--- src/verilog/videoScan.sv ---
`timescale 1ns/1ps
`default_nettype none

module videoScan
(
	input wire clk24M,
	input wire rstN,
	input wire [15:0] vidData,
	output logic vidReq,
	output logic [7:0] vidIndex,
	output logic [4:0] red,
	output logic [4:0] green,
	output logic [4:0] blue,
	output logic [7:0] pixIndex
);

	// Pixel slot toggle, requests on even cycles
	logic phase;
	logic [7:0] index;
	// One stage behind the request
	logic reqD;
	logic [7:0] indexD;

	assign vidReq = !phase;
	assign vidIndex = index;

	always_ff @(posedge clk24M or negedge rstN)
	begin
		if (!rstN)
		begin
			phase <= 1'b0;
			index <= 8'd0;
			reqD <= 1'b0;
		end
		else
		begin
			phase <= !phase;
			// Wraps after 255
			if (vidReq)
				index <= index + 8'd1;
			reqD <= vidReq;
		end
	end

	always_ff @(posedge clk24M)
	begin
		if (vidReq)
			indexD <= index;
		// Palette word arrives now, bit 15 unused
		if (reqD)
		begin
			red <= vidData[14:10];
			green <= vidData[9:5];
			blue <= vidData[4:0];
			pixIndex <= indexD;
		end
	end

endmodule

`default_nettype wire

--- config.mk ---
export PLATFORM = sky130hd
export DESIGN_NAME = videoScan
export DESIGN_NICKNAME = d
export VERILOG_FILES = /design/src/verilog/videoScan.sv
export SDC_FILE = /design/constraint.sdc
export NUM_CORES = 1
export LEC_CHECK = 0
export BUFFER_PORTS_ARGS = -buffer_cell sky130_fd_sc_hd__buf_2
export CORE_AREA = 2 2 72 60
export DETAILED_ROUTE_END_ITERATION = 6
export DIE_AREA = 0 0 74 62
export GPL_ROUTABILITY_DRIVEN = 0
export HOLD_SLACK_MARGIN = 0.03
export SYNTH_ARGS = -nofsm -noshare
export SYNTH_HDL_FRONTEND = slang
export SYNTH_SLANG_ARGS = --single-unit
--- constraint.sdc ---
create_clock -name clk24M -period 2.65 [get_ports clk24M]
set_clock_uncertainty 0.1 [all_clocks]
set_input_delay 0.1325 -clock clk24M [delete_from_list [all_inputs] [get_ports clk24M]]
set_output_delay 0.1325 -clock clk24M [all_outputs]
set_load 0.005 [all_outputs]
* Word level (Yosys, flattened, before mapping)
Index checks and enable logic that the tools add are counted.
** Operators by class
- $add $sub $neg :: 1
- Reduce and logical (&&, ||, !) cells :: 1
** Operators with widths (number)
- $add 8x1->8 const B :: 1
- $logic_not 1->1 :: 1
** Storage, ports and cells
- Bits in registers :: 40
- Input port bits :: 18
- Output and inout bits :: 32
- Logic and storage cells :: 9

* Logic depth before layout (Yosys ltp)
- Word-level depth :: 1
- Depth in mapped cells :: 4
- Mapped depth without buffers :: 4

* Worst setup path before layout
No wires, ideal clock.
- Kind :: reg2reg
- Start :: register reqD (netlist name)
- End :: register index[4], in the netlist vidIndex[4]
- Setup time :: 0.080 ns
- Data arrival time :: 1.524 ns
- Data required time :: 2.470 ns
- Setup slack :: 0.946 ns
- Stages on the path, launching flop included :: 4
- Path buffers :: 0
- Clock period less this slack :: 1.704 ns
- Cells stage by stage :: dfrtp_1 > inv_1 > nand4_1 > xnor2_1
** RTL lines
- end signal, assigned :: line 40 : index <= index + 8'd1;
- end, declared :: line 19 : logic [7:0] index;

==> out/qor.yml <==
worst_setup_path:
  cp_max_fo: 11
  crit_path_start_kind: "register"
  cpMaxStageDelayCell: "dfrtp_1"
  critPathBufInv: 2
  critPathMaxStageDelay_ns: 0.45
  endpoint_kind: "primary output"
  crit_path_cell_trace: "inv_1 > buf_2"
  cp.arrival_ns: 1.28
  cp.required_ns: 2.42
  crit_type: "register to primary output"
  path_delay_family: "buffers and inverters"
power_and_ir_drop:
  seq_power_share_pct: 62.7
  clock_power_share_pct: 34.3
  ir_drop_uv: 308
  combinationalPowerShare_pct: 3.0
  p_sw_uw: 190
  leakage_nw: 0.827
  intPower_uw: 882
  switching_share_pct: 17.7
  power.density_nw_per_um2: 576
routing:
  wl_per_cell_um: 12.0
  viasPerCell: 4.12
  via_count: 778
  drt_iter0_drc: 8
  first_pass_iters: 3
  ant_nets: 0
  drcViolationCount: 0
  drt_wl_total_mm: 2.27
floorplan:
  die_width_um: 74
  core_um2: 3970
  dieArea_um2: 4590
  rows: 21
  dieHeight_um: 62
  start_util_pct: 32.8
  boundaryPins: 50
cts:
  clk_latency_ns: 0.28
  path_clk_slew_ns: 0.07
  post_cts_buffers: 0
  numCtsBuffers: 5
  cts_tree: "built"
  clk_path_buf_depth: 2
  htree_levels: 2
  root_buffer: "clkbuf_8"
  cts.sinks: 40
synthesis:
  yosys_warnings: 0
  synth.avg_cell_area_um2: 22.1
  synth_area_leader_cell: "edfxtp_1"
  ys_types: 13
  synth_seq_cells: 40
  synth_seq_area_share_pct: 88.8
  synth_area_um2: 1300
  synth_top_cells_by_area: "edfxtp_1 (72%), dfrtp_1 (17%), xnor2_1 (2.7%)"
  synthesis.instances: 59
  syn_nets: 78
  synth_top_cell_area_share_pct: 71.5
flow_run:
  maxCapViolations: 0
sta:
  setup_viol: 0
  drv_slew: 0
  period_share_pct: 56.9
  relSlewSlack_pct: 72.4
  rsz0062_at_grt: "no"
  finalCriticalPeriod_ns: 1.51
  final.setup.tns_ns: 0
  worst_pin_slew_ns: 0.414
  finalHoldViolCount: 0
  max_freq_ghz: 0.663
grt:
  grt_pass1_wl_mm: 3.48
  grt_pass1_vias: 783
  grt_max_degree: 24
  grt_overflow_total: 0
  track_usage_pct: 10.8
  antenna_found_initial: 0
placement:
  dp_hpwl_mm: 1.46
  io_buffers: 48
final_layout:
  final_util_pct: 46.9
  antenna_cells: 0
  area_growth_pct: 43.0
  nets: 150
  layout-drive-gt1-share_pct: 42.4
min_path:
  min_path_type: "input pin to async pin"
run_status:
  status: "complete, no violations"
## Yosys cell counts, drive strengths merged
library cell / instances
inv: 1
edfxtp: 31
mux2: 1
nand4b: 2
nand2b: 1
nand2: 1
ha: 1
nand4: 2
xnor2: 4
dfrtp: 9
nor2: 3
xor2: 3
## metal layers
metal	vias to the layer above	global-route usage, %	share of wire (%)
li1	363	-	-
met1	366	12.6	47
met2	44	17.2	43
met3	5	4.52	8.3
met4	0	6.23	1.4
met5	-	0	0
## worst paths after layout
check                      slack, ns       from          end  cells past startpoint
hold / removal                  0.13       rstN  vidIndex[1]                      2
setup reg to reg                1.31       reqD  vidIndex[4]                      3
setup / recovery                1.14       reqD       vidReq                      2
max in group asynchronous       2.14       rstN  vidIndex[4]                      2
min in group clk24M             0.32  indexD[4]  pixIndex[4]                      0
hold reg to reg                 0.32  indexD[4]  pixIndex[4]                      0
## power by group through the flow
stage	registers [mW]	logic, mW	clock network (mW)
floorplan	0.685	0.0000000802	0
global placement	0.685	0.0133	0
detailed placement	0.685	0.0142	0
CTS	0.672	0.0329	0.382
global route	0.671	0.0353	0.412
finish	0.672	0.0327	0.367
## kinds of logic after synthesis
group | after synthesis | synth area share [%]
DFF | 40 | 88.8
and+or+nand+nor | 9 | 4.33
xor gates and xnor gates | 7 | 4.71
buffers and inverters | 1 | 0.288
muxes | 1 | 0.865
adders and majority gates | 1 | 0.961
## metrics by stage
step / setup WS, ns / std cells / total power [mW] / hold WS [ns] / cell area, µm²
4_1_cts: 1.12 / 189 / 1.09 / 0.125 / 1860
6_report: 1.14 / 189 / 1.07 / 0.127 / 1860
3_3_place_gp: 1.35 / 165 / 0.699 / -0.110 / 1620
2_1_floorplan: 0.946 / 59 / 0.685 / -0.263 / 1300
3_5_place_dp: 1.32 / 165 / 0.700 / -0.105 / 1620
5_1_grt: 1.07 / 189 / 1.12 / 0.143 / 1860
## worst register-to-register path, delay by kind of cell (launching register included)
family | cells | cell delay (ns)
xor gates and xnor gates | 1 | 0.15
buffers and inverters | 1 | 0.35
DFF | 1 | 0.45
and+or+nand+nor | 1 | 0.17
## registers in the layout, summed over array words and instances, names as in the netlist
signal    cells
blue          5
green         5
vidIndex      8
pixIndex      8
red           5
reqD          1
indexD        8
## timing repair
item                                   CTS  global route
endpoints found under the hold margin   24             0
hold buffers                            16             0
resized for setup                        0             0
## cell usage in the layout (no fill, tap or decap), drive strengths merged
cell type | netlist | final
xor2 | 3 | 3
xnor2 | 4 | 4
nor2 | 3 | 3
mux2 | 1 | 1
clkbuf | 0 | 8
ha | 1 | 1
nand4b | 2 | 2
nand4 | 2 | 2
nand2 | 1 | 1
nand2b | 1 | 1
dfrtp | 9 | 9
buf | 0 | 49
inv | 1 | 1
edfxtp | 31 | 31
dlygate4sd3 | 0 | 16
## area by class of cell
type	count	area [µm²]
clock buffer	8	80.1
multi-input combinational	18	141
tap	57	71.3
timing repair buffer	65	408
sequential	40	1160
inverter	1	3.75
fill	356	2110
No activity file was read; power rests on OpenSTA's default activity.
