===== src/verilog/wordRam.sv =====
`timescale 1ns/1ps
`default_nettype none

module wordRam #(
	parameter int AW = 8
)
(
	input wire clk24M,
	input wire we,
	input wire [AW-1:0] addr,
	input wire [1:0] byteEn,
	input wire [15:0] wdata,
	output logic [15:0] rdata
);

	logic [15:0] mem [2**AW];

	always_ff @(posedge clk24M)
	begin
		if (we)
		begin
			// Upper byte lane
			if (byteEn[1])
				mem[addr][15:8] <= wdata[15:8];
			if (byteEn[0])
				mem[addr][7:0] <= wdata[7:0];
		end
		// Read returns old data on a write cycle
		rdata <= mem[addr];
	end

endmodule

`default_nettype wire


===== config.mk =====
export PLATFORM = sky130hd
export DESIGN_NAME = wordRam
export DESIGN_NICKNAME = d
export VERILOG_FILES = /design/src/verilog/wordRam.sv
export SDC_FILE = /design/constraint.sdc
export NUM_CORES = 2
export LEC_CHECK = 0
export ABC_AREA = 0
export BUFFER_PORTS_ARGS = -buffer_cell sky130_fd_sc_hd__buf_2
export CORE_MARGIN = 10
export CORE_UTILIZATION = 50
export CTS_CLUSTER_DIAMETER = 100
export DETAILED_ROUTE_END_ITERATION = 10
export PLACE_DENSITY = 0.66
export REMOVE_ABC_BUFFERS = 1
export SYNTH_ARGS = -nofsm -noshare
export SYNTH_HDL_FRONTEND = slang
export SYNTH_SLANG_ARGS = --single-unit

===== constraint.sdc =====
create_clock -name clk24M -period 4.01 [get_ports clk24M]
set_clock_uncertainty 0.05 [all_clocks]
set_input_delay 0.802 -clock clk24M [delete_from_list [all_inputs] [get_ports clk24M]]
set_output_delay 0.802 -clock clk24M [all_outputs]
set_load 0.01 [all_outputs]

# After elaboration in Yosys (flattened, before gate mapping)
# Memories as Yosys holds them, arrays and structs flattened. A register that Yosys moved wholly into a read port is not among the register bits.
# Index checks and enable logic that the tools add are counted.
totals:
  out_inout_bits: 16
  mem_count: 1
  input_bits: 28
  regBits: 0
  ramBits: 4096
  word_cells: 7
mem_list:
  columns: ["memory", "depth", "word_bits", "read_ports", "rd_clocked_by_memory_dff", "wr", "line_no", "text"]
  rows:
  - ["mem", 256, 16, 1, 1, 1, "16", "logic [15:0] mem [2**AW];"]
classes:
  muxes: 6
op_table:
  columns: ["cell", "n"]
  rows:
  - ["$mux W1", 6]

# Depth between registers and ports, before layout
depth:
  word_depth: 3
  ltp_mapped: 9
  ltp_nobuf: 5

# Worst setup path before layout
# OpenSTA, ideal clock, no wires.
synth_path:
  path_type: "input port to flip-flop"
  start: "in addr[1]"
  end: "mem mem[176][10], enable pin"
  arrival_ns: 2.641
  setup_ns: 0.370
  path_buffers: 5
  stages: 8
  required_ns: 3.590
  path_slack_ns: 0.949
  path_cell_list: "buf_2 buf_2 buf_2 buf_2 nor2_1 nand3_1 clkbuf_1 nor2_1"
synth_lines:
  columns: ["element", "line_no", "text"]
  rows:
  - ["start, declared", "10", "input wire [AW-1:0] addr,"]
  - ["end, declared", "16", null]
# No word-level cell before the write port.

==> results.md <==
- The flow ran to the end, and the final reports show no timing, DRC or antenna violations.
- The synthesized design spends more area on one cell type than any other, namely edfxtp_1.
- Counting flops and latches in the post-synthesis netlist gives between 4,000 and 5,000.
- At the later pin of the worst-skew pair, clock insertion delay measures 0.92 ns.
- In this run, synthesis inferred slightly above 4,000 flip-flops with an integrated enable.
- The core area is 312,000 um2.
- The synthesis-to-finish area growth is 15.5%.
- The top cell family by delay on the critical path is compound AO/OA/AOI/OAI gates.
- The maximum root-to-sink buffer count is 4.
- The total I/O pin count is 44.
- The final weighted congestion of routability-driven global placement is 0.835.
- The number of antenna violations at the first check in global routing is 22.
- The H-tree depth is 5.
- After synthesis, the cell types taking the most area are edfxtp_1 (78%), mux4_2 (15%), a22oi_1 (2.5%), nor2_1 (1.2%), a21oi_1 (0.82%).
- Once the clock tree was built, the setup fixing pass inserted 0 buffers.
- The sum of negative setup slack is 0 ns.
- The final critical delay including setup and external delays is 3.20 ns.
- Input and output buffers added on the ports amount to 43.
- The master of the slowest instance on the critical path is o41ai_1.
- Dividing the final minimum period by the clock period gives 79.8%.
- The final number of setup-violating endpoints is 0.
- In the routed design, unresolved DRC markers number 0.
- Synthesis instantiated 21 different standard cells from the library.
- The cell depth of the worst hold path is 1.
- At the end of the flow, the number of nets in the layout was 7,996.
- The worst slew margin relative to its limit is 18.0%.
- The number of pins exceeding their max-slew limit in the final report is 0.
- The number of hold violations in the final report is 0.
- VDD sags by at most 0.399 mV.
- The part of the Yosys area used for sequential elements is approximately four fifths.
- The number of fill cells is 22,253.
- The final worst setup slack is 0.809 ns.
- The first global-routing pass estimated about 570,000 um of wire.
- The total overflow reported by the global router is 0.
- The total track usage is 22.7%.
- The most instantiated library cell after synthesis is edfxtp_1.
- The routed length per instance is 31.3 um.
- Measured along the y axis, the die boundary spans 580 um.
- The pin count of the biggest net entering global routing is 145.
- Power spread over the standard cell area amounts to 483 nW/um2.
- The post-cts sizing count is 0.
- At the pin with the least slew margin, the transition time is 1.23 ns.
- Based on the critical path, the design can be clocked at up to 0.312 GHz.
- Summed over all cells, the static leakage comes to 56.7 nW.
- STA classifies the critical path endpoint as a flip-flop.
- The detailed placement HPWL is 239,000 um.
- The average footprint of a synthesized cell is 22.3 um2.
- For the worst setup path, the data required time is 4.69 ns.
- The post-detailed-routing wire length is 389,000 um.
- Counting the buffers created by CTS gives 399.
- The number of sinks on the clock net is 4,112.
- The summed instance area of the synthesized netlist is 157,000 um2.
- In the routed layout, each cell is associated on average with a via count of 6.27.
- In this run the horizontal extent of the chip is just under 600 um.
- Buffers inserted to repair hold after CTS numbered 0.
- The multi-input combinational cells in the finished layout cover a total of 31,400 um2.
- The post-synthesis cell count is 7,036.
- After clock tree synthesis, the clock-pin slew on the worst setup and hold paths is 0.06 ns.
- Setup repair after global routing left no endpoint under its margin.
- The type of origin of the critical path is an input port.
- The first-pass iteration count of the detailed router is 6.
- Counting instances in the post-synthesis netlist gives the leading cell types as edfxtp_1 (4,096), mux4_2 (1,024), nor2_1 (516).
- The buffers plus inverters on the worst setup path is 3.
- The cell that appears most often on the critical path is buf_12.
- Prior to clock tree synthesis, the placed netlist has a worst setup slack of -0.118 ns.
- The main flop type after synthesis is edfxtp_1.
- At the worst endpoint, the arrival time is about 3.9 ns.
- The detailed router's first-iteration violation count is 9,545.
- The worst register-to-register path has a setup slack of 1.34 ns.
- The fraction of synthesized cell area taken by the top area cell type is ~78%.
- The number of max-capacitance violations reported is 0.
- For this block, the via count after detailed routing is 77,907.
- The starting utilization of the core area is 50.2%.
- The worst-path maximum fanout is 29.
- Of the cells placed in the final design, the portion with a size suffix greater than 1 is roughly a third.
- After detailed placement, the design holds a cell count of 11,707.
- In the final layout, flip-flops and latches occupy 123,000 um2.
- The final cell count without fillers is 12,429.
- The number of warning messages in the yosys log is 0.
- The full die area is 336,000 um2.
- The final cell utilization of the core is 58.0%.
- The buffer type at the clock tree root is clkbuf_16.
- The category of the critical setup timing path is in -> reg.
- Walking the worst path, the cells encountered are buf_12 -> buf_12 -> buf_12 -> mux4_2 -> a22oi_1 -> a21oi_1 -> o41ai_1 -> nand4_1.
- The via count of the first global-routing pass is 79,270.
- The cell row count is 205.
- The number of cells traversed by the worst register-to-register path is 6.
- The path class of the lowest-slack min-delay path is in -> reg.
- For this run, the slowest stage of the critical path takes 0.80 ns.
- In this run the number of cells on the critical path is 8.
- For this run, asynchronously set or reset flops after synthesis account for 0%.
- The CTS tree is done.
- The count of nets left with antenna violations after detail routing is 0.
[registers in the layout, indices dropped and copies added, names as in the netlist]
name   cells
mem     4096
rdata     16
[cell families after synthesis]
kind of cell	share of synthesized area, %
multiplexers	14.7
buffers and inverters	1.35
AO/OA/AOI/OAI	3.68
flip-flops	78.7
AND/OR/NAND/NOR	1.55
[power by group]
part	internal, W	total [W]	switching, W	leakage, nW
registers	0.0473	0.0474	0.0000582	36.9
logic	0.00153	0.00417	0.00263	13.8
clock network	0.0204	0.0360	0.0156	6.02
[through the flow]
step | total power, W | hold WS [ns] | cell area [um2]
finish | 0.0875 | 0.324 | 181000
global route | 0.0898 | 0.317 | 181000
CTS | 0.0880 | 0.271 | 181000
detailed placement | 0.0525 | 0.904 | 169000
global placement | 0.0524 | 0.883 | 169000
floorplan | 0.0499 | 0.769 | 155000
[routing by layer]
layer  part of all wire (%)  track usage (%)
met1                     39             31.9
met2                     49             36.7
met3                    8.5             3.58
met4                    3.8             7.76
met5                  0.020                0
[cell usage in the layout, fill, tap and decap left out, types with 2 or more instances in the layout]
| master | netlist | routed |
|---|---|---|
| nand2b_4 | 0 | 2 |
| clkinv_4 | 0 | 2 |
| edfxtp_1 | 4096 | 4096 |
| diode_2 | 0 | 6 |
| mux4_2 | 1024 | 1024 |
| o41ai_1 | 54 | 54 |
| clkinv_8 | 0 | 4 |
| dfxtp_1 | 16 | 16 |
| nor2b_2 | 0 | 2 |
| a22oi_1 | 512 | 512 |
| a21oi_1 | 256 | 256 |
| nand3_1 | 32 | 16 |
| nand4_1 | 24 | 24 |
| clkinvlp_4 | 0 | 16 |
| clkinv_1 | 0 | 85 |
| nand2_2 | 0 | 12 |
| clkinv_2 | 0 | 68 |
| buf_2 | 61 | 25 |
| clkbuf_16 | 0 | 407 |
| nor2_1 | 516 | 513 |
| clkbuf_1 | 271 | 94 |
| inv_6 | 0 | 6 |
| nand3_2 | 0 | 16 |
| nor2b_4 | 0 | 4 |
| buf_4 | 32 | 845 |
| clkbuf_8 | 0 | 21 |
| bufinv_16 | 0 | 27 |
| o41ai_2 | 10 | 10 |
| and2_1 | 3 | 2 |
| nor2b_1 | 8 | 2 |
| nor2_4 | 0 | 2 |
| buf_12 | 0 | 100 |
| nand2_1 | 25 | 12 |
[final cells by class]
cell class | count | share of cell area, %
antenna | 6 | 0.00829
clock inverter | 210 | 0.970
clock buffer | 506 | 5.86
timing repair buffer | 987 | 4.81
sequential | 4112 | 68.1
tap | 4140 | 2.86
multi-input combinational | 2468 | 17.4
[path summary, 6_finish.rpt]
| path | start | end |
|---|---|---|
| max | addr[0] | rdata[5] |
| min | wdata[8] | mem[225][8] |
| max reg2reg | mem[43][15] | rdata[15] |
| min reg2reg | mem[160][14] | rdata[14] |
Note: power is estimated with default switching activity, not from simulation.
