`config.mk`:
```
export PLATFORM = sky130hd
export DESIGN_NAME = palArbiter_flat
export DESIGN_NICKNAME = d
export VERILOG_FILES = /design/src/verilog/mvsPkg.sv /design/src/verilog/wordBusIf.sv /design/src/verilog/palArbiter.sv /design/src/flat_wrapper.sv
export SDC_FILE = /design/constraint.sdc
export NUM_CORES = 1
export LEC_CHECK = 0
export BUFFER_PORTS_ARGS = -buffer_cell sky130_fd_sc_hd__buf_4
export CORE_UTILIZATION = 23
export DETAILED_ROUTE_END_ITERATION = 16
export PLACE_DENSITY = 0.81
export SYNTH_ARGS = -nofsm -noshare
export SYNTH_HDL_FRONTEND = slang
export SYNTH_SLANG_ARGS = --single-unit
```
`constraint.sdc`:
```
create_clock -name clk24M -period 1.2 [get_ports clk24M]
set_clock_uncertainty 0.2 [all_clocks]
set_input_delay 0.18 -clock clk24M [delete_from_list [all_inputs] [get_ports clk24M]]
set_output_delay 0.18 -clock clk24M [all_outputs]
set_load 0.01 [all_outputs]
```
`src/verilog/mvsPkg.sv`:
```
`default_nettype none

package mvsPkg;

	// Decoded CPU regions
	typedef enum logic [1:0]
	{
		sysRam,
		ioRegs,
		palRam,
		unmapped
	} regionE;

	// Longword adapter sequence
	typedef enum logic [1:0]
	{
		idle,
		firstWord,
		secondWord,
		done
	} adapterStateE;

	// Work RAM at 0xC00000, mirrored over the whole 1MB window
	localparam logic [23:0] SYS_RAM_BASE = 24'hC00000;
	localparam int SYS_RAM_WORDS = 64;
	localparam int SYS_AW = $clog2(SYS_RAM_WORDS);

	// Vector area redirected to system RAM while the swap is on
	localparam logic [23:0] VEC_LIMIT = 24'h000080;

	// I/O block, 0x300000 to 0x3FFFFF
	localparam logic [23:0] IO_BASE = 24'h300000;
	// Byte offsets inside the I/O window
	localparam logic [19:0] P1_OFS = 20'h00000;
	localparam logic [19:0] P2_OFS = 20'h40000;
	localparam logic [19:0] OUT_OFS = 20'h80000;
	localparam logic [19:0] SWAP_SYS_OFS = 20'hA0012;
	localparam logic [19:0] SWAP_CART_OFS = 20'hA0002;

	// Palette RAM, one bank only
	localparam logic [23:0] PAL_BASE = 24'h400000;
	localparam int PAL_WORDS = 256;
	localparam int PAL_AW = $clog2(PAL_WORDS);

	// Open bus value
	localparam logic [15:0] UNMAPPED_DATA = 16'hFFFF;

endpackage

`default_nettype wire

```
`src/verilog/wordBusIf.sv`:
```
`timescale 1ns/1ps
`default_nettype none

interface wordBusIf;

	// Single-cycle request strobe
	logic req;
	logic we;
	// Word address, byte address bits 23:1
	logic [22:0] addr;
	// Upper and lower byte strobes
	logic [1:0] byteEn;
	logic [15:0] wdata;
	// Valid while ack is high
	logic [15:0] rdata;
	logic ack;

	modport master
	(
		output req, we, addr, byteEn, wdata,
		input rdata, ack
	);

	modport slave
	(
		input req, we, addr, byteEn, wdata,
		output rdata, ack
	);

endinterface

`default_nettype wire

```
`src/verilog/palArbiter.sv`:
```
`timescale 1ns/1ps
`default_nettype none

module palArbiter
	import mvsPkg::*;
(
	input wire clk24M,
	input wire rstN,
	input wire vidReq,
	input wire [7:0] vidIndex,
	input wire [15:0] ramRdata,
	output logic [15:0] vidData,
	output logic ramWe,
	output logic [PAL_AW-1:0] ramAddr,
	output logic [1:0] ramByteEn,
	output logic [15:0] ramWdata,
	wordBusIf.slave cpu
);

	// CPU request parked behind a video slot
	logic pending;
	logic cpuWant;
	logic cpuGrant;
	logic vidGrant;
	logic ackQ;

	assign cpuWant = cpu.req || pending;
	// Video always takes its slot
	assign vidGrant = vidReq;
	assign cpuGrant = cpuWant && !vidGrant;

	always_ff @(posedge clk24M or negedge rstN)
	begin
		if (!rstN)
		begin
			pending <= 1'b0;
			ackQ <= 1'b0;
		end
		else
		begin
			pending <= cpuWant && vidGrant;
			// RAM output is valid the cycle after the grant
			ackQ <= cpuGrant;
		end
	end

	// CPU fields stay put until its ack
	assign ramAddr = vidGrant ? vidIndex : cpu.addr[PAL_AW-1:0];
	assign ramWe = cpuGrant && cpu.we;
	assign ramByteEn = cpu.byteEn;
	assign ramWdata = cpu.wdata;

	assign vidData = ramRdata;
	assign cpu.rdata = ramRdata;
	assign cpu.ack = ackQ;

	assert property (@(posedge clk24M) disable iff (!rstN) !(vidGrant && cpuGrant));

	// Back-to-back video slots would starve the CPU
	assert property (@(posedge clk24M) disable iff (!rstN) vidReq |=> !vidReq);

endmodule

`default_nettype wire

```
`src/flat_wrapper.sv`:
```
// flat-port wrapper written by rule: the top's interface ports become plain ports
module palArbiter_flat import mvsPkg::*;
  (clk24M, rstN, vidReq, vidIndex, ramRdata, vidData, ramWe, ramAddr, ramByteEn, ramWdata, cpu_req, cpu_we, cpu_addr, cpu_byteEn, cpu_wdata, cpu_rdata, cpu_ack);
  wordBusIf cpu_i ();
  input wire clk24M;
  input wire rstN;
  input wire vidReq;
  input wire [7:0] vidIndex;
  input wire [15:0] ramRdata;
  output logic [15:0] vidData;
  output logic ramWe;
  output logic [PAL_AW-1:0] ramAddr;
  output logic [1:0] ramByteEn;
  output logic [15:0] ramWdata;
  input wire logic [$bits(cpu_i.req)-1:0] cpu_req;
  input wire logic [$bits(cpu_i.we)-1:0] cpu_we;
  input wire logic [$bits(cpu_i.addr)-1:0] cpu_addr;
  input wire logic [$bits(cpu_i.byteEn)-1:0] cpu_byteEn;
  input wire logic [$bits(cpu_i.wdata)-1:0] cpu_wdata;
  output wire logic [$bits(cpu_i.rdata)-1:0] cpu_rdata;
  output wire logic [$bits(cpu_i.ack)-1:0] cpu_ack;
  assign cpu_i.req = cpu_req;
  assign cpu_i.we = cpu_we;
  assign cpu_i.addr = cpu_addr;
  assign cpu_i.byteEn = cpu_byteEn;
  assign cpu_i.wdata = cpu_wdata;
  assign cpu_rdata = cpu_i.rdata;
  assign cpu_ack = cpu_i.ack;
  palArbiter u_core (.clk24M(clk24M), .rstN(rstN), .vidReq(vidReq), .vidIndex(vidIndex), .ramRdata(ramRdata), .vidData(vidData), .ramWe(ramWe), .ramAddr(ramAddr), .ramByteEn(ramByteEn), .ramWdata(ramWdata), .cpu(cpu_i));
endmodule
```
# [Word level (Yosys, flattened, before mapping)]
# Index checks and enable logic that the tools add are counted.
[classes] muxes=1 reduce_logical=5
[ops] cell="$mux 8" n=1
[ops] cell="$logic_and 1x1->1" n=3
[ops] cell="$logic_not 1->1" n=1
[ops] cell="$logic_or 1x1->1" n=1
[totals] in_bits=70 ff_bits=2 wordCells=8 output_inout_bits=60

# [Depth between registers and ports, before layout]
[depth] ltp_word=3 mapped_depth=2 mapped_depth_nobuf=2

# [Worst setup path after synthesis]
# OpenSTA, ideal clock, no wires.
[synth_path] kind="register to output" start="reg u_core.pending" end="out ramWe" setup_slack_ps=149 arrival_time_ps=671 stages_incl_launch_ff=3 t_required_ps=820 n_path_buf=0 cell_sequence="dfrtp_1 nor2_1 nor3b_1"
[synth_between] elab_chain_cells=3
[synth_rtl] item="from (decl)" line_no="palArbiter.sv:21" source="logic pending;"
[synth_rtl] item="from (signal assigned)" line_no="palArbiter.sv:41" source="pending <= cpuWant && vidGrant;"
[synth_rtl] item="$logic_or 1x1->1" line_no="palArbiter.sv:27" source="assign cpuWant = cpu.req || pending;"
[synth_rtl] item="$logic_and 1x1->1" line_no="palArbiter.sv:30" source="assign cpuGrant = cpuWant && !vidGrant;"
[synth_rtl] item="$logic_and 1x1->1" line_no="palArbiter.sv:49" source="assign ramWe = cpuGrant && cpu.we;"
[synth_rtl] item="to (decl)" line_no="flat_wrapper.sv:11" source="output logic ramWe;"
# No other way between the ends.

# [Worst setup path after layout]
# Same ends and word-level chain as after synthesis.

==> flow_summary.yaml <==
yosys:
  mappedNetlistArea_um2: 574.3
  synth_top_area_cell: "buf_4"
  synth_edf_count: 0
  syn_nets: 135
  synthCells: 65
  synthFlopType: "dfrtp_1"
  yosys-top-cells-area: "buf_4 65%, mux2_4 18%, dfrtp_1 8.7%, buf_6 2.0%, mux2_2 2.0%"
  synthSimpleGateAreaFrac: 0.03704
  synthMuxAreaShare: 0.2026
  synthXorXnorAreaFrac: 0
  yosysMostFrequentCell: "buf_4"
  yosysTopAreaCellShare: 0.6536
  syn-mean-instance-area_um2: 8.835
  yosys-top-cells-count: "50 x buf_4, 7 x mux2_4, 2 x dfrtp_1, 2 x nor2_1"
  post_synth_num_cell_types: 8
  ys_ff_latch: 2
  async_flop_share: 1.000
  synth_compound_area_frac: 0
  ys_warn_count: 0
  synth_top_family_by_area: "buffers and inverters"
  synth_fa_ha_area_frac: 0
  ys_seq_area_frac: 0.08715
routing:
  drc: 0
  drt-initial-drc-count: 3
  wirelength_um: 981
  ant_nets: 0
  drt-pass1-iter-count: 5
  vias_per_cell: 3.775
  wl_per_cell_um: 12.26
  num_vias: 302
timing:
  rsz0062_at_grt: "yes"
  setup_viol: 1
  slew_violations: 0
  max_freq_mhz: 772.6
  finalHoldViolations: 0
  fin_crit_sh: 1.079
  min_period_ns: 1.294
  finalSetupTns_ns: -0.09438
  tightest_slew_ns: 0.1289
  fin_ws_ns: -0.09438
  holdWs_ns: 0.07327
  slew_headroom: 0.9137
die:
  num_io_pins: 130
  die_w_um: 51.97
  dieArea_um2: 2701
  start_util: 0.2523
  num_rows: 17
  coreArea_um2: 2276
  dieHeight_um: 51.97
global_route:
  use_met3: 0.03801
  grtUsageMet2: 0.09829
  grt_pass1_wl_mm: 1.269
  grt_usage: 0.06707
  busiest_layer: "met4"
  grt_overflow_total: 0
  grt_pass1_vias: 307
  grt_antenna_before_repair: 0
  grt_max_degree: 10
  globalRouteMet1Util: 0.04991
finish:
  diodes: 0
  finalCoreUtilization: 0.2309
  layout-drive-gt1-share: 0.9038
  syn2layout_area_growth_pct: -8.497
  fin_area_um2: 525.5
  finalNetCount: 124
power:
  p_per_area_nw_per_um2: 753.4
  p_leak_nw: 0.2810
  ir_drop_mv: 0.2320
  total_power_mw: 0.3959
hold_path:
  hold_class: "in -> async"
clock_tree:
  cts_tree: "yes"
  cts.sinks: 2
  clk_latency_ns: 0.23
  path_clk_slew_ns: 0.03
  cts_made_buffers: 3
  htree_levels: 1
  cts.path.max_buffers: 2
  root_buffer: "clkbuf_4"
setup_path:
  r2r_cells: 4
  crit_path_max_fanout: 2
  r2r_slack_ns: 0.14
  r2r-start: "u_core.pending"
  crit_path_end_kind: "primary output"
  r2r-end: "u_core.pending"
  crit_type: "reg -> out"
  worstPathRequired_ns: 0.82
  start_kind: "register"
  cp.arrival_ns: 0.91
run_status:
  violations: "negative setup slack"
  outcome: "finished, violations left"
place:
  port_buffers: 30
  placed_area_um2: 470.5
  place_hpwl_um: 816.9
  place.gp.congestion: 0.4803
flow_run:
  drv_cap: 0
## through the flow
stage | setup WS [ns] | instances
6_report | -0.09438 | 80
5_1_grt | -0.1493 | 80
4_1_cts | -0.1076 | 80
3_5_place_dp | -0.02327 | 75
3_3_place_gp | -0.01919 | 75
2_1_floorplan | 0.1486 | 65
## flip-flops by register name, summed over array words and instances, names as in the netlist
signal and flops:
u_core.pending 1, u_core.cpu.ack 1
## power breakdown
part,leakage [nW],internal (mW),switching (mW),total [mW]
logic,0.242,0.118,0.0531,0.171
clock network,0.0138,0.111,0.0402,0.151
registers,0.0250,0.0725,0.00165,0.0741
total,0.281,0.301,0.0950,0.396
## cell type report
| cell class | count | area [um^2] |
|---|---|---|
| clock buffer | 3 | 22.52 |
| fill | 250 | 1750 |
| multi-input combinational | 12 | 145.1 |
| sequential | 2 | 50.05 |
| tap | 28 | 35.03 |
| timing repair buffer | 35 | 272.8 |
## what timing repair did
item	4_1_cts	5_1_grt
resized for setup	3	1
setup endpoints to repair	4	2
setup buffers	1	0
hold buffers	1	0
endpoints found under the hold margin	2	0
pin swaps	2	1
## placed cells by master (no fill, tap or decap)
master,n
dlygate4sd3_1,1
nor3b_2,1
clkbuf_4,3
mux2_4,7
buf_8,1
dfrtp_1,2
mux2_2,1
buf_4,33
nor2_1,1
nor2b_1,1
nor2_2,1
## cells by family (layout without fill, tap and decap cells)
| kind of cell | Yosys count | in the layout |
|---|---|---|
| DFF | 2 | 2 |
| muxes | 8 | 8 |
| and+or+nand+nor | 4 | 4 |
| buffers and inverters | 51 | 38 |
## metal layers
metal / vias up / part of all wire
met2: 33 / 0.52
met4: 0 / 0.053
met3: 13 / 0.16
met5: - / 0
met1: 128 / 0.27
li1: 128 / -
## worst max-delay path by stage
stage                   start    endpoint  slack (ns)
6_report       u_core.pending       ramWe       -0.09
5_1_grt        u_core.pending       ramWe       -0.15
4_1_cts        u_core.pending       ramWe       -0.11
3_5_place_dp           vidReq  ramAddr[6]       -0.02
3_3_place_gp           vidReq  ramAddr[6]       -0.02
2_1_floorplan  u_core.pending       ramWe        0.15
## worst max-delay path, stage by stage, from the launching register on
cell,delay [ns]
dfrtp_1,0.37
nor2_2,0.12
nor3b_2,0.06
buf_4,0.14
No activity file was read; power rests on OpenSTA's default activity.
