==> src/verilog/mvsPkg.sv <==
`default_nettype none

package mvsPkg;

	// Decoded CPU regions
	typedef enum logic [1:0]
	{
		sysRam,
		ioRegs,
		palRam,
		unmapped
	} regionE;

	// Longword adapter sequence
	typedef enum logic [1:0]
	{
		idle,
		firstWord,
		secondWord,
		done
	} adapterStateE;

	// Work RAM at 0xC00000, mirrored over the whole 1MB window
	localparam logic [23:0] SYS_RAM_BASE = 24'hC00000;
	localparam int SYS_RAM_WORDS = 64;
	localparam int SYS_AW = $clog2(SYS_RAM_WORDS);

	// Vector area redirected to system RAM while the swap is on
	localparam logic [23:0] VEC_LIMIT = 24'h000080;

	// I/O block, 0x300000 to 0x3FFFFF
	localparam logic [23:0] IO_BASE = 24'h300000;
	// Byte offsets inside the I/O window
	localparam logic [19:0] P1_OFS = 20'h00000;
	localparam logic [19:0] P2_OFS = 20'h40000;
	localparam logic [19:0] OUT_OFS = 20'h80000;
	localparam logic [19:0] SWAP_SYS_OFS = 20'hA0012;
	localparam logic [19:0] SWAP_CART_OFS = 20'hA0002;

	// Palette RAM, one bank only
	localparam logic [23:0] PAL_BASE = 24'h400000;
	localparam int PAL_WORDS = 256;
	localparam int PAL_AW = $clog2(PAL_WORDS);

	// Open bus value
	localparam logic [15:0] UNMAPPED_DATA = 16'hFFFF;

endpackage

`default_nettype wire

==> src/verilog/wordBusIf.sv <==
`timescale 1ns/1ps
`default_nettype none

interface wordBusIf;

	// Single-cycle request strobe
	logic req;
	logic we;
	// Word address, byte address bits 23:1
	logic [22:0] addr;
	// Upper and lower byte strobes
	logic [1:0] byteEn;
	logic [15:0] wdata;
	// Valid while ack is high
	logic [15:0] rdata;
	logic ack;

	modport master
	(
		output req, we, addr, byteEn, wdata,
		input rdata, ack
	);

	modport slave
	(
		input req, we, addr, byteEn, wdata,
		output rdata, ack
	);

endinterface

`default_nettype wire

==> src/verilog/ioRegs.sv <==
`timescale 1ns/1ps
`default_nettype none

module ioRegs
	import mvsPkg::*;
(
	input wire clk24M,
	input wire rstN,
	input wire [9:0] p1In,
	input wire [9:0] p2In,
	input wire [7:0] dipSw,
	output logic [2:0] p1Out,
	output logic [2:0] p2Out,
	output logic swapSys,
	wordBusIf.slave bus
);

	// Byte offset inside the 1MB I/O window
	logic [19:0] ofs;
	logic ackQ;
	logic [15:0] rdataQ;

	assign ofs = {bus.addr[18:0], 1'b0};

	always_ff @(posedge clk24M or negedge rstN)
	begin
		if (!rstN)
		begin
			ackQ <= 1'b0;
			p1Out <= 3'b000;
			p2Out <= 3'b000;
			// Boots on the system vectors
			swapSys <= 1'b1;
		end
		else
		begin
			ackQ <= bus.req;
			if (bus.req && bus.we)
			begin
				case (ofs)
					OUT_OFS:
					begin
						// Output latch sits on the low byte
						if (bus.byteEn[0])
						begin
							p1Out <= bus.wdata[2:0];
							p2Out <= bus.wdata[5:3];
						end
					end
					SWAP_SYS_OFS:
						swapSys <= 1'b1;
					SWAP_CART_OFS:
						swapSys <= 1'b0;
					default:
						;
				endcase
			end
		end
	end

	// Read mux, everything else reads zero
	always_ff @(posedge clk24M)
	begin
		if (bus.req)
		begin
			case (ofs)
				P1_OFS: rdataQ <= {dipSw, p1In[7:0]};
				P2_OFS: rdataQ <= {6'b000000, p2In};
				default: rdataQ <= 16'h0000;
			endcase
		end
	end

	assign bus.ack = ackQ;
	assign bus.rdata = rdataQ;

endmodule

`default_nettype wire

==> src/flat_wrapper.sv <==
// flat-port wrapper written by rule: the top's interface ports become plain ports
module ioRegs_flat import mvsPkg::*;
  (clk24M, rstN, p1In, p2In, dipSw, p1Out, p2Out, swapSys, bus_req, bus_we, bus_addr, bus_byteEn, bus_wdata, bus_rdata, bus_ack);
  wordBusIf bus_i ();
  input wire clk24M;
  input wire rstN;
  input wire [9:0] p1In;
  input wire [9:0] p2In;
  input wire [7:0] dipSw;
  output logic [2:0] p1Out;
  output logic [2:0] p2Out;
  output logic swapSys;
  input wire logic [$bits(bus_i.req)-1:0] bus_req;
  input wire logic [$bits(bus_i.we)-1:0] bus_we;
  input wire logic [$bits(bus_i.addr)-1:0] bus_addr;
  input wire logic [$bits(bus_i.byteEn)-1:0] bus_byteEn;
  input wire logic [$bits(bus_i.wdata)-1:0] bus_wdata;
  output wire logic [$bits(bus_i.rdata)-1:0] bus_rdata;
  output wire logic [$bits(bus_i.ack)-1:0] bus_ack;
  assign bus_i.req = bus_req;
  assign bus_i.we = bus_we;
  assign bus_i.addr = bus_addr;
  assign bus_i.byteEn = bus_byteEn;
  assign bus_i.wdata = bus_wdata;
  assign bus_rdata = bus_i.rdata;
  assign bus_ack = bus_i.ack;
  ioRegs u_core (.clk24M(clk24M), .rstN(rstN), .p1In(p1In), .p2In(p2In), .dipSw(dipSw), .p1Out(p1Out), .p2Out(p2Out), .swapSys(swapSys), .bus(bus_i));
endmodule
==> config.mk <==
export PLATFORM = sky130hd
export DESIGN_NAME = ioRegs_flat
export DESIGN_NICKNAME = d
export VERILOG_FILES = /design/src/verilog/mvsPkg.sv /design/src/verilog/wordBusIf.sv /design/src/verilog/ioRegs.sv /design/src/flat_wrapper.sv
export SDC_FILE = /design/constraint.sdc
export NUM_CORES = 1
export LEC_CHECK = 0
export BUFFER_PORTS_ARGS = -buffer_cell sky130_fd_sc_hd__buf_2
export CAP_MARGIN = 40
export CELL_PAD_IN_SITES_DETAIL_PLACEMENT = 1
export CELL_PAD_IN_SITES_GLOBAL_PLACEMENT = 1
export CORE_MARGIN = 2
export CORE_UTILIZATION = 23
export DETAILED_ROUTE_END_ITERATION = 7
export PLACE_DENSITY = 0.81
export SKIP_LAST_GASP = 1
export SLEW_MARGIN = 10
export SYNTH_ARGS = -nofsm -noshare
export SYNTH_HDL_FRONTEND = slang
export SYNTH_SLANG_ARGS = --single-unit
export TNS_END_PERCENT = 5
==> constraint.sdc <==
create_clock -name clk24M -period 0.8 [get_ports clk24M]
set_input_delay 0.12 -clock clk24M [delete_from_list [all_inputs] [get_ports clk24M]]
set_output_delay 0.12 -clock clk24M [all_outputs]
set_load 0.005 [all_outputs]
# After elaboration in Yosys (flattened, before gate mapping)
# Index checks and enable logic that the tools add are counted.
# totals
wordCells,16
output_inout_bits,24
input_bits,73
reg_bits,24
# classes
n_mux,2
reduce_logical,5
eq_ne,4
# ops
operator,count
"== test 19 bit, second input constant",3
one-hot mux 16 bit (2 select lines),1
zero test 20 bit,1
"== test 19 x 18 -> 1 bit, second input constant",1
AND reduction 3 bit,1
one-hot mux 1 bit (2 select lines),1
AND reduction 2 bit,1
nonzero test 2 bit,1
logical AND 1 bit,1

# Depth between registers and ports, before layout
# depth
word_depth,3
ltp_mapped,6

# Least setup slack after synthesis
# Ideal clock, no wire load.
# synth_path
kind,input port to flip-flop
start,input bus_addr[9]
end,register u_core.p1Out[0]
slack_ps,-1126
arrival_time_ps,1801
stages,4
setup_time_ps,125
t_required_ps,675
cell_sequence,or4_4 or4_4 nor4_4 mux2_2
# synth_between
elab_chain_cells,2
# synth_rtl
element,line_no,rtl
"start, declared",flat_wrapper.sv:15,input wire logic [$bits(bus_i.addr)-1:0] bus_addr;
== test 19 bit,ioRegs.sv:40,case (ofs)
AND reduction 3 bit (no line),n/a,
"end signal, assigned",ioRegs.sv:46,p1Out <= bus.wdata[2:0];
"end, declared",ioRegs.sv:12,"output logic [2:0] p1Out,"
# Every way passes these cells.
# A chain may end at the register's enable or synchronous reset.

# Final worst setup path
# layout_path
start,input bus_addr[9]
end,register u_core.p2Out[2]
# layout_between
elab_chain_cells,2
# layout_rtl
element,line_no,rtl
== test 19 bit,ioRegs.sv:40,
AND reduction 3 bit (no line),n/a,
"end signal, assigned",ioRegs.sv:47,p2Out <= bus.wdata[5:3];
"end, declared",ioRegs.sv:13,"output logic [2:0] p2Out,"
# Every way passes these cells.

==> results by group <==
Route
  – 1st-pass router iterations: 2
  – DRC: 0
  – Vias per Instance: 4.35
  – Via count: 914
  – Final wirelength: 3010 um
  – Initial DRC Count: 18
  – Wire per inst: 14.3 um
  – Final ANT Viol Nets: 0

Job
  – Max Cap Viol: 0

Die
  – Die Width: 72.2 um
  – Core footprint: 4410 um^2
  – Die ar.: 5220 um^2
  – Cell row count: 24
  – IO Pins: 97
  – Initial Util: 24.3%
  – Die Ht: 72.2 um

Logic synthesis
  – Synth Cell Area: 1070 um^2
  – Yosys top cell by area: edfxtp_1
  – Most frequent cell after synthesis: edfxtp_1
  – Flops & latches, synth: 24
  – Top-area cell type share of the netlist area: 44.9%
  – Post-synth top flop: edfxtp_1
  – Sequential area share after synthesis: 63.7%
  – Top cells by area, synth: edfxtp_1 45%, dfrtp_1 16%, mux2i_1 9.3%
  – Async set or reset register ratio after synthesis: 33.3%
  – Post-Syn Area per Cell: 14.7 um^2
  – Synth warnings: 0
  – Number of synthesized flops with an enable pin: 16
  – Count of cell types in the netlist: 18
  – Syn_nets: 146
  – Gate Count Post-Synth: 73
  – Commonest cells post-synth: 16 x edfxtp_1, 11 x nor2_1, 10 x mux2i_1

Timing
  – Fmax: 561 MHz
  – Max Clock Skew: 0 ns
  – Rel. slew slack: 80.0%
  – Setup TNS: -23.35 ns
  – RSZ-0062 raised after global routing: true
  – Final hold vios: 0
  – Final min period: 1.78 ns
  – Slew @ Worst Pin: 0.298 ns
  – Setup WS post-layout: -0.982 ns
  – Setup-failing EPs final: 47
  – Period utilisation layout: 223%
  – Slew Limit Fails: 0

Clocking
  – CTS tree: built
  – CTS clk-pin slew, worst paths: 0.08 ns
  – Post CTS Setup Buffer Count: 0
  – Root buffer cell: clkbuf_8
  – TritonCTS buffer count: 3
  – H-Tree Depth: 1
  – Clock tree buffer depth: 2
  – Clock Sinks: 24
  – Clock latency at the later pin of the worst-skew pair: 0.26 ns

Outcome
  – Status: finished, violations left
  – Failing checks: setup timing

Global routing
  – Initial antenna violation count: 0
  – GRT Overall Usage: 11.6%
  – First-pass GRT wire length: 4690 um
  – Vias in the first global route: 1012
  – Grt total ovfl: 0
  – Largest net degree at the start of global routing: 18

Critical path
  – R2R cell count: 1
  – FF-to-FF Start: u_core.p2Out[2]
  – Worst setup path class: primary input to flip-flop
  – CP endpoint kind: flip-flop
  – Crit path max fanout: 6
  – Crit path DAT: 1.93 ns
  – CP Data Required Time: 0.95 ns
  – CP startpoint: bus_addr[9]
  – Reg2reg setup slack: 0.03 ns
  – Worst R2R End: u_core.p2Out[2]
  – CP Launch Type: primary input

Pwr
  – P_leak: 0.796 nW
  – PD cells: 1500 nW/um^2
  – VDD IR max: 608 uV
  – Pwr Total: 0.00247 W

Placed design
  – IO Port Bufs: 79
  – Routability cong.: 0.710
  – Post-DP HPWL: 2520 um

Cells and area
  – Ant. Diodes: 0
  – Layout cell share with drive strength beyond 1: 64.6%
  – Register Area: 682 um^2
  – Fillers: 506
  – Final nets: 232
  – Area grow syn2layout: 53.7%
  – Multi-input logic area: 367 um^2

Hold path
  – Hold path depth: 2
  – Worst hold path endpoint: u_core.p2Out[0]
  – Worst min-delay path class: primary input to flip-flop
  – Hold Path Origin: bus_wdata[3]
-- critical path, cell delays in order --
cell,delay (ns)
buf_6,0.09
or4_4,0.53
or4_4,0.45
nor4_4,0.22
buf_4,0.19
mux2_2,0.34
-- kinds of logic after synthesis --
group	after synthesis	share of synthesized area, %
and+or+nand+nor	27	16.1
DFF	24	63.7
muxes	17	16.7
buffers and inverters	5	3.50
-- cell type report --
cell class | instances | area share [%]
timing repair buffer | 85 | 28.8
inverter | 1 | 0.228
sequential | 24 | 41.4
tap | 52 | 3.95
multi-input combinational | 44 | 22.3
clock buffer | 4 | 3.34
-- where the power goes --
group | total (W) | internal, W | switching, W
Clock | 0.000800 | 0.000438 | 0.000362
Sequential | 0.00138 | 0.00137 | 0.0000103
Combinational | 0.000294 | 0.000169 | 0.000126
-- layer usage --
metal	routed length, um	vias to the layer above	GRT usage [%]
met2	1620	43	22.4
met3	238	6	3.47
met1	1110	423	11.8
met4	49	0	3.77
li1	-	442	-
met5	0	-	0
-- worst max path at each step --
stage	to	slack (ns)	cells past startpoint
after floorplan	u_core.p1Out[0]	-1.13	4
after global placement	u_core.bus.rdata[3]	-1.27	6
after detailed placement	u_core.bus.rdata[9]	-1.33	6
after CTS	u_core.p2Out[2]	-1.0	6
after global routing	u_core.bus.rdata[12]	-1.02	5
final	u_core.p2Out[2]	-0.98	6
-- state kept, by name, summed over array words and instances (netlist names) --
name / flops
u_core.p2Out: 3
u_core.swapSys: 1
u_core.p1Out: 3
u_core.bus.rdata: 16
u_core.bus.ack: 1
-- placed cells by master (no fill, tap or decap), types with 2 or more instances in the layout --
cell type / instances
nor2_1: 9
edfxtp_1: 16
nor4_1: 3
clkbuf_8: 4
dfrtp_1: 7
nor3b_1: 6
buf_2: 78
mux2i_1: 10
or4_4: 2
buf_4: 3
mux2_2: 7
-- through the flow --
stage,cells,cell area (um^2),util (%),hold slack (ns),setup WS [ns]
final,210,1650,37.3,0.0883,-0.982
after global routing,210,1650,37.3,0.0839,-1.02
after CTS,209,1600,36.2,0.0838,-0.995
after detailed placement,204,1530,34.6,-0.0293,-1.33
after global placement,204,1530,34.6,-0.0309,-1.27
after floorplan,73,1070,-,-0.176,-1.13
-- repair_timing --
item,CTS,global route
hold endpoints to repair,8,0
hold buffers,1,0
cloned,0,1
gates resized for setup,1,6
setup endpoints to repair,47,47
(Power assumes the default switching activity.)
